`src/design/stream_pkg.sv`:
```
/*
 * Shared widths and depths for the LMS receive to FX3 stream path.
 * RTL and testbench files refer to these by scoped name, for example
 * stream_pkg::SAMPLE_W, so the sample, pair and bus widths stay in
 * step across every block of the chain.
 */
package stream_pkg;

   //////////////////////////////////////////////////////////////////////
   // LMS6002D receive side
   //////////////////////////////////////////////////////////////////////

   // One receive sample, I or Q
   localparam int SAMPLE_W = 12;

   // I in the low half, Q in the high half
   localparam int PAIR_W = 2 * SAMPLE_W;

   //////////////////////////////////////////////////////////////////////
   // FX3 GPIF side
   //////////////////////////////////////////////////////////////////////

   // GPIF data bus
   localparam int FX3_DW = 16;

   // Zero bits above the I/Q flag, so pad + flag + sample fills the bus
   localparam int FX3_PAD_W = FX3_DW - SAMPLE_W - 1;

   //////////////////////////////////////////////////////////////////////
   // Buffering
   //////////////////////////////////////////////////////////////////////

   // Stream FIFO address width, 8 words deep
   localparam int FIFO_AW = 3;
   localparam int FIFO_DEPTH = 1 << FIFO_AW;

   // Pairs held with the FX3 stalled: FIFO, one in the packer, one in capture
   localparam int CHAIN_CAPACITY = FIFO_DEPTH + 2;

endpackage

```
`src/design/iq_rx_capture.sv`:
```
/*
 * Receive sample capture for the LMS6002D digital interface.
 * Every cycle carries one 12-bit sample with its I/Q select bit. An I
 * sample is held until the next Q arrives, and the two leave as one
 * 24-bit word on a valid/ready stream. Pairs that find the output
 * register still occupied are dropped and set a sticky overflow flag.
 */
module iq_rx_capture (
   input  logic                          sys_clk_pad_i,
   input  logic                          rst_n_i,
   input  logic [stream_pkg::SAMPLE_W-1:0] lms_rxd_i,
   input  logic                          lms_rxiqsel_i,
   input  logic                          pair_ready_i,
   output logic [stream_pkg::PAIR_W-1:0]   pair_data_o,
   output logic                          pair_valid_o,
   output logic                          rx_overflow_o
);

   // Pending I sample
   logic [stream_pkg::SAMPLE_W-1:0] i_hold;
   logic                            i_pending;

   // Q sample that closes a pair this cycle
   logic q_complete;

   // Output register free to take a new pair on this edge
   logic out_free;

   assign q_complete = lms_rxiqsel_i & i_pending;
   assign out_free   = ~pair_valid_o | pair_ready_i;

   //////////////////////////////////////////////////////////////////////
   // Pairing state
   //////////////////////////////////////////////////////////////////////

   // An I arms the pairing, any Q disarms it whether or not it pairs
   always_ff @(posedge sys_clk_pad_i) begin
      if (!rst_n_i) begin
         i_pending <= 1'b0;
      end else begin
         i_pending <= ~lms_rxiqsel_i;
      end
   end

   // A later I simply overwrites the held one
   always_ff @(posedge sys_clk_pad_i) begin
      if (!lms_rxiqsel_i) begin
         i_hold <= lms_rxd_i;
      end
   end

   //////////////////////////////////////////////////////////////////////
   // Output register and overflow
   //////////////////////////////////////////////////////////////////////

   always_ff @(posedge sys_clk_pad_i) begin
      if (!rst_n_i) begin
         pair_valid_o  <= 1'b0;
         rx_overflow_o <= 1'b0;
      end else begin
         if (pair_valid_o && pair_ready_i) begin
            pair_valid_o <= 1'b0;
         end
         if (q_complete) begin
            if (out_free) begin
               pair_valid_o <= 1'b1;
            end else begin
               // Sticky until reset
               rx_overflow_o <= 1'b1;
            end
         end
      end
   end

   always_ff @(posedge sys_clk_pad_i) begin
      if (q_complete && out_free) begin
         pair_data_o <= {lms_rxd_i, i_hold};
      end
   end

endmodule

```
`src/design/stream_fifo.sv`:
```
/*
 * Single-clock FIFO with valid/ready streams on both sides.
 * Register array with read and write pointers and an occupancy count.
 * Ready on the write side depends on the count only, so a full FIFO
 * never takes a word even when a read happens on the same edge.
 * Read data is shown directly from the array at the read pointer.
 */
module stream_fifo #(
   parameter int DW = stream_pkg::PAIR_W,
   parameter int AW = stream_pkg::FIFO_AW
) (
   input  logic          sys_clk_pad_i,
   input  logic          rst_n_i,
   input  logic [DW-1:0] s_data_i,
   input  logic          s_valid_i,
   output logic          s_ready_o,
   output logic [DW-1:0] m_data_o,
   output logic          m_valid_o,
   input  logic          m_ready_i
);

   logic [DW-1:0] mem [2**AW];

   logic [AW-1:0] wr_ptr;
   logic [AW-1:0] rd_ptr;

   // One bit wider than the pointers so 2**AW entries can be counted
   logic [AW:0] count;

   logic do_write;
   logic do_read;

   // Full exactly when the top count bit is set
   assign s_ready_o = ~count[AW];
   assign m_valid_o = (count != '0);
   assign m_data_o  = mem[rd_ptr];

   assign do_write = s_valid_i & s_ready_o;
   assign do_read  = m_valid_o & m_ready_i;

   //////////////////////////////////////////////////////////////////////
   // Pointers and occupancy
   //////////////////////////////////////////////////////////////////////

   always_ff @(posedge sys_clk_pad_i) begin
      if (!rst_n_i) begin
         wr_ptr <= '0;
         rd_ptr <= '0;
         count  <= '0;
      end else begin
         if (do_write) begin
            wr_ptr <= wr_ptr + 1'b1;
         end
         if (do_read) begin
            rd_ptr <= rd_ptr + 1'b1;
         end
         case ({do_write, do_read})
            2'b10:   count <= count + 1'b1;
            2'b01:   count <= count - 1'b1;
            default: count <= count;
         endcase
      end
   end

   //////////////////////////////////////////////////////////////////////
   // Storage
   //////////////////////////////////////////////////////////////////////

   always_ff @(posedge sys_clk_pad_i) begin
      if (do_write) begin
         mem[wr_ptr] <= s_data_i;
      end
   end

endmodule

```
`src/design/fx3_iq_packer.sv`:
```
/*
 * Splits one I/Q pair word back into two sample beats for the FX3.
 * The I half goes out first with the I/Q flag low, then the Q half with
 * the flag high. A new pair is taken only once the Q beat of the held
 * pair has been accepted downstream.
 */
module fx3_iq_packer (
   input  logic                          sys_clk_pad_i,
   input  logic                          rst_n_i,
   input  logic [stream_pkg::PAIR_W-1:0]   s_data_i,
   input  logic                          s_valid_i,
   output logic                          s_ready_o,
   output logic [stream_pkg::SAMPLE_W-1:0] m_data_o,
   output logic                          m_iqsel_o,
   output logic                          m_valid_o,
   input  logic                          m_ready_i
);

   logic [stream_pkg::PAIR_W-1:0] pair_q;
   logic                          has_pair;

   // Low while the I beat is shown, high for the Q beat
   logic phase;

   assign s_ready_o = ~has_pair;
   assign m_valid_o = has_pair;
   assign m_iqsel_o = phase;
   assign m_data_o  = phase ? pair_q[stream_pkg::PAIR_W-1:stream_pkg::SAMPLE_W]
                            : pair_q[stream_pkg::SAMPLE_W-1:0];

   always_ff @(posedge sys_clk_pad_i) begin
      if (!rst_n_i) begin
         has_pair <= 1'b0;
         phase    <= 1'b0;
      end else begin
         if (s_valid_i && s_ready_o) begin
            has_pair <= 1'b1;
            phase    <= 1'b0;
         end else if (m_valid_o && m_ready_i) begin
            if (phase) begin
               // Q beat gone, pair released
               has_pair <= 1'b0;
               phase    <= 1'b0;
            end else begin
               phase <= 1'b1;
            end
         end
      end
   end

   // Pair payload
   always_ff @(posedge sys_clk_pad_i) begin
      if (s_valid_i && s_ready_o) begin
         pair_q <= s_data_i;
      end
   end

endmodule

```
`src/design/fx3_gpif_writer.sv`:
```
/*
 * FX3 GPIF write side. A beat is accepted while the FX3 flag shows
 * room, and the next cycle drives the active-low write strobe with the
 * bus word: zero pad bits, the I/Q flag and the 12-bit sample.
 */
module fx3_gpif_writer (
   input  logic                          sys_clk_pad_i,
   input  logic                          rst_n_i,
   input  logic [stream_pkg::SAMPLE_W-1:0] s_data_i,
   input  logic                          s_iqsel_i,
   input  logic                          s_valid_i,
   output logic                          s_ready_o,
   input  logic                          fx3_flagb_i,
   output logic                          fx3_slwr_n_o,
   output logic [stream_pkg::FX3_DW-1:0]   fx3_dq_o
);

   logic beat_taken;

   // Flag B high means the FX3 buffer can take a word
   assign s_ready_o  = fx3_flagb_i;
   assign beat_taken = s_valid_i & fx3_flagb_i;

   //////////////////////////////////////////////////////////////////////
   // Strobe and bus word
   //////////////////////////////////////////////////////////////////////

   always_ff @(posedge sys_clk_pad_i) begin
      if (!rst_n_i) begin
         fx3_slwr_n_o <= 1'b1;
      end else begin
         fx3_slwr_n_o <= ~beat_taken;
      end
   end

   always_ff @(posedge sys_clk_pad_i) begin
      if (beat_taken) begin
         fx3_dq_o <= {{stream_pkg::FX3_PAD_W{1'b0}}, s_iqsel_i, s_data_i};
      end
   end

endmodule

```
`src/design/stream_top.sv`:
```
/*
 * Receive stream top level: LMS6002D samples to the FX3 GPIF bus.
 * Capture pairs I with Q, the FIFO buffers pairs, the packer splits
 * them into sample beats and the GPIF writer puts them on the bus.
 * Everything runs on the board clock with one synchronous reset.
 */
module stream_top (
   input  logic                          sys_clk_pad_i,
   input  logic                          rst_n_i,
   input  logic [stream_pkg::SAMPLE_W-1:0] lms_rxd_i,
   input  logic                          lms_rxiqsel_i,
   input  logic                          fx3_flagb_i,
   output logic                          fx3_slwr_n_o,
   output logic [stream_pkg::FX3_DW-1:0]   fx3_dq_o,
   output logic                          rx_overflow_o
);

   // Capture to FIFO
   logic [stream_pkg::PAIR_W-1:0] pair_data;
   logic                          pair_valid;
   logic                          pair_ready;

   // FIFO to packer
   logic [stream_pkg::PAIR_W-1:0] fifo_data;
   logic                          fifo_valid;
   logic                          fifo_ready;

   // Packer to GPIF writer
   logic [stream_pkg::SAMPLE_W-1:0] beat_data;
   logic                            beat_iq;
   logic                            beat_valid;
   logic                            beat_ready;

   //////////////////////////////////////////////////////////////////////
   // LMS6002D receive
   //////////////////////////////////////////////////////////////////////

   iq_rx_capture rx_capture0 (
      .sys_clk_pad_i (sys_clk_pad_i),
      .rst_n_i       (rst_n_i),
      .lms_rxd_i     (lms_rxd_i),
      .lms_rxiqsel_i (lms_rxiqsel_i),
      .pair_ready_i  (pair_ready),
      .pair_data_o   (pair_data),
      .pair_valid_o  (pair_valid),
      .rx_overflow_o (rx_overflow_o)
   );

   stream_fifo #(
      .DW (stream_pkg::PAIR_W),
      .AW (stream_pkg::FIFO_AW)
   ) usb_fifo (
      .sys_clk_pad_i (sys_clk_pad_i),
      .rst_n_i       (rst_n_i),
      .s_data_i      (pair_data),
      .s_valid_i     (pair_valid),
      .s_ready_o     (pair_ready),
      .m_data_o      (fifo_data),
      .m_valid_o     (fifo_valid),
      .m_ready_i     (fifo_ready)
   );

   //////////////////////////////////////////////////////////////////////
   // FX3 interface
   //////////////////////////////////////////////////////////////////////

   fx3_iq_packer fx3_iq_packer0 (
      .sys_clk_pad_i (sys_clk_pad_i),
      .rst_n_i       (rst_n_i),
      .s_data_i      (fifo_data),
      .s_valid_i     (fifo_valid),
      .s_ready_o     (fifo_ready),
      .m_data_o      (beat_data),
      .m_iqsel_o     (beat_iq),
      .m_valid_o     (beat_valid),
      .m_ready_i     (beat_ready)
   );

   fx3_gpif_writer fx3_if (
      .sys_clk_pad_i (sys_clk_pad_i),
      .rst_n_i       (rst_n_i),
      .s_data_i      (beat_data),
      .s_iqsel_i     (beat_iq),
      .s_valid_i     (beat_valid),
      .s_ready_o     (beat_ready),
      .fx3_flagb_i   (fx3_flagb_i),
      .fx3_slwr_n_o  (fx3_slwr_n_o),
      .fx3_dq_o      (fx3_dq_o)
   );

endmodule

```
`config.mk`:
```
export PLATFORM = sky130hd
export DESIGN_NAME = stream_top
export DESIGN_NICKNAME = d
export VERILOG_FILES = /design/src/design/stream_pkg.sv /design/src/design/iq_rx_capture.sv /design/src/design/stream_fifo.sv /design/src/design/fx3_iq_packer.sv /design/src/design/fx3_gpif_writer.sv /design/src/design/stream_top.sv
export SDC_FILE = /design/constraint.sdc
export NUM_CORES = 1
export LEC_CHECK = 0
export ABC_AREA = 1
export BUFFER_PORTS_ARGS = -buffer_cell sky130_fd_sc_hd__clkbuf_2
export CORE_ASPECT_RATIO = 1.5
export CORE_MARGIN = 3
export CORE_UTILIZATION = 42
export DETAILED_ROUTE_END_ITERATION = 8
export HOLD_SLACK_MARGIN = 0.12
export PLACE_DENSITY = 0.62
export SETUP_SLACK_MARGIN = 0.02
export SYNTH_ARGS = -nofsm -noshare
export SYNTH_HDL_FRONTEND = slang
export SYNTH_SLANG_ARGS = --single-unit
```
`constraint.sdc`:
```
create_clock -name sys_clk_pad_i -period 2.5 [get_ports sys_clk_pad_i]
set_input_delay 0.125 -clock sys_clk_pad_i [delete_from_list [all_inputs] [get_ports sys_clk_pad_i]]
set_output_delay 0.125 -clock sys_clk_pad_i [all_outputs]
set_load 0.02 [all_outputs]
```
==> qor.yml <==
critical_path:
  rrSetupSlack_ps: 530
  rr_startpoint: "usb_fifo.count[3]"
  path_cells: "inv_1 > nand4_1 > nand2_1 > inv_1 > buf_4 > ha_1 > xnor2_1 > inv_1 > nand3_1 > nand3_1 > nand2_1 > inv_1"
  crit_end: "usb_fifo.count[3]"
  worstSetupPathType: "reg2reg"
  reg2reg_depth: 12
  cp_max_fo: 28
  cpMaxStageDelayCell: "dfxtp_1"
  critPathMaxStageDelay_ps: 360
  crit_path_start: "usb_fifo.count[3]"
  start_kind: "flip-flop"
  crit_path_end_kind: "flip-flop"
  cp.arrival_ps: 2390
  worstPathRequired_ps: 2920
  critPathMostFrequentCell: "inv_1"
  r2r_end: "usb_fifo.count[3]"
floorplan:
  dieWidth_microns: 136.3
  start_util_pct: 43.30
  coreArea_sq_um: 24700
  die_h_microns: 201.4
  die_area_sq_um: 27450
  rows: 70
  io_pins: 34
detailed_routing:
  wl_per_cell_microns: 18.22
  viasPerCell: 5.081
  vias: 5929
  drt-total-wl_microns: 21260
  postRouteAntennaNets: 0
  first_pass_iters: 5
  drc: 0
  drt_iter0_drc: 590
cells_and_area:
  nets: 844
  multiInputGateArea_sq_um: 2048
  final_common_cell: "edfxtp_1"
  seqCellArea_sq_um: 8283
  drive_gt1_share_pct: 11.63
  area_delta_synth_final_pct: 13.90
  fill_cells: 2110
  layout_common_cells: "edfxtp_1 (265), nand2_1 (131), nor2_1 (105), o21ai_0 (62), o21ai_1 (42)"
  layout.cells.non_filler: 1167
  n_antenna_cell: 0
global_route:
  grt_pass1_wl_microns: 32860
  grt_overflow: 0
  grt_max_degree: 61
  grt_pass1_vias: 5838
  antenna_found_initial: 0
  grtUsageTotal_pct: 15.63
run:
  max_cap_violations: 0
sta:
  rsz0062_at_grt: "false"
  min_period_over_period_pct: 78.72
  finalMaxSlewViolations: 0
  worst_slew_pin_slew_ps: 1158
  tns_ps: 0
  relSlewSlack_pct: 22.73
  min_period_ps: 1968
  fin_skew_ps: 13.35
  setup_viol: 0
  fmax_ghz: 0.5081
  hold_viol_final: 0
placed_design:
  io_buffer_count: 30
  dp_cells: 1103
  routabilityCongestion: 0.7687
  dp_hpwl_microns: 11700
power_and_ir_drop:
  irDropWorstVdd_mv: 0.5763
  intPower_mw: 8.999
  p_sw_share_pct: 28.97
  p_seq_share_pct: 46.6
  p_per_area_nw_per_um2: 1040
  p_comb_share_pct: 21.6
  leakage_nw: 4.267
  switchingPower_mw: 3.670
  clkPwrFrac_pct: 31.8
clock_network:
  numCtsBuffers: 26
  clk_path_buf_depth: 3
  clock_latency_ps: 520
  ctsHtreeMaxLevel: 1
  cts_tree: "done"
  cts.clk_slew.worst_paths_ps: 60
  post-cts-setup-buffer-count: 0
  cts_resized: 0
  cts-root-buf: "clkbuf_16"
  clkSinkCount: 281
synthesis:
  syn_inst: 769
  yosysSeqAreaShare_pct: 77.41
  netlist_top_cells_area: "edfxtp_1 (74%), nand2_1 (4.6%), nor2_1 (4.0%)"
  synth.cell_area_sq_um: 10690
  syn_area_per_cell_sq_um: 13.91
  yosys_warnings: 0
  synth.largest_area_cell: "edfxtp_1"
  synth.distinct_cells: 27
  synth-seq-cells: 281
  synth_top_area_share_pct: 74.41
outcome:
  status: "completed"
worst_hold_path:
  hold_path_class: "in2reg"
## power by group through the flow
stage                     Clock [mW]  Combinational (mW)  Sequential [mW]
after floorplan                    0                2.23             5.94
after global placement             0                2.69             6.00
after detailed placement           0                2.74             6.00
after CTS                       4.10                2.78             5.91
after global routing            4.31                3.13             5.94
final                           4.02                2.74             5.90
## worst min-delay path by stage
stage	startpoint	end	slack [ps]	cells after the start
after CTS	lms_rxd_i[11]	rx_capture0.i_hold[11]	310	2
final	lms_rxd_i[11]	rx_capture0.i_hold[11]	330	2
after floorplan	rst_n_i	fx3_if.fx3_slwr_n_o	190	1
after detailed placement	lms_rxd_i[11]	rx_capture0.i_hold[11]	320	1
after global placement	lms_rxd_i[11]	rx_capture0.i_hold[11]	320	1
after global routing	lms_rxd_i[10]	rx_capture0.i_hold[10]	320	2
## cells by family after synthesis
group,count (synthesis),synth area share [%]
compound gates,141,6.915
fa+ha+maj,5,0.5850
flops,281,77.41
buf+inv,64,3.720
mux,24,2.246
xor+xnor,3,0.2457
other cells,1,0.03507
simple gates,250,8.845
## per-stage QoR
step / utilization [%] / hold slack [ps] / total power, mW / setup WS [ps] / cell area, sq um
floorplan: - / 195.0 / 8.169 / 159.2 / 10700
global placement: 45.09 / 318.6 / 8.685 / 542.5 / 11140
CTS: 49.32 / 309.9 / 12.78 / 506.4 / 12180
global route: 49.32 / 318.5 / 13.37 / 297.6 / 12180
detailed placement: 45.09 / 320.0 / 8.746 / 533.4 / 11140
finish: 49.32 / 329.4 / 12.67 / 532.0 / 12180
## critical path: cells and delay by family, from the launching register on
| kind | cells | cell delay, ps |
|---|---|---|
| and+or+nand+nor | 5 | 430 |
| adders and majority gates | 1 | 280 |
| xor gates and xnor gates | 1 | 150 |
| buffers and inverters | 5 | 630 |
| DFF | 1 | 360 |
## cell type report
| cell class | count | share of cell area (%) |
|---|---|---|
| clock buffers | 32 | 5.701 |
| multi-input cells | 426 | 16.82 |
| inverters | 24 | 0.7396 |
| clock inverters | 16 | 1.551 |
| well taps | 324 | 3.328 |
| flip-flops and latches | 281 | 68.00 |
| repair buffers | 64 | 3.862 |
## flip-flops by register name, summed over array words and instances, names as in the netlist, 3 cells and up
name / flops
usb_fifo.wr_ptr: 3
usb_fifo.count: 4
fx3_iq_packer0.pair_q: 24
usb_fifo.rd_ptr: 3
fx3_if.fx3_dq_o: 13
rx_capture0.pair_data_o: 24
usb_fifo.mem: 192
rx_capture0.i_hold: 12
## cell usage after synthesis (all sizes together)
library cell	n
nor2	114
o22ai	24
nand3	4
a31oi	1
xor2	1
buf	28
conb	1
ha	5
dfxtp	16
nand4	1
clkbuf	12
xnor2	2
a211oi	1
inv	24
edfxtp	265
a21oi	11
nand2	131
mux2i	24
o21ai	104
## repair_timing
action,4_1_cts,5_1_grt
hold buffers,16,0
setup endpoints to repair,0,0
endpoints found under the hold margin,36,0
## per-layer routing
metal	track usage, %	wire [microns]	vias to the layer above
met2	26.81	10800	149
met1	20.47	8912	2886
met4	5.223	534	0
met3	2.026	1008	35
met5	0	0	-
li1	-	-	2859
Note: power is estimated with default switching activity, not from simulation.
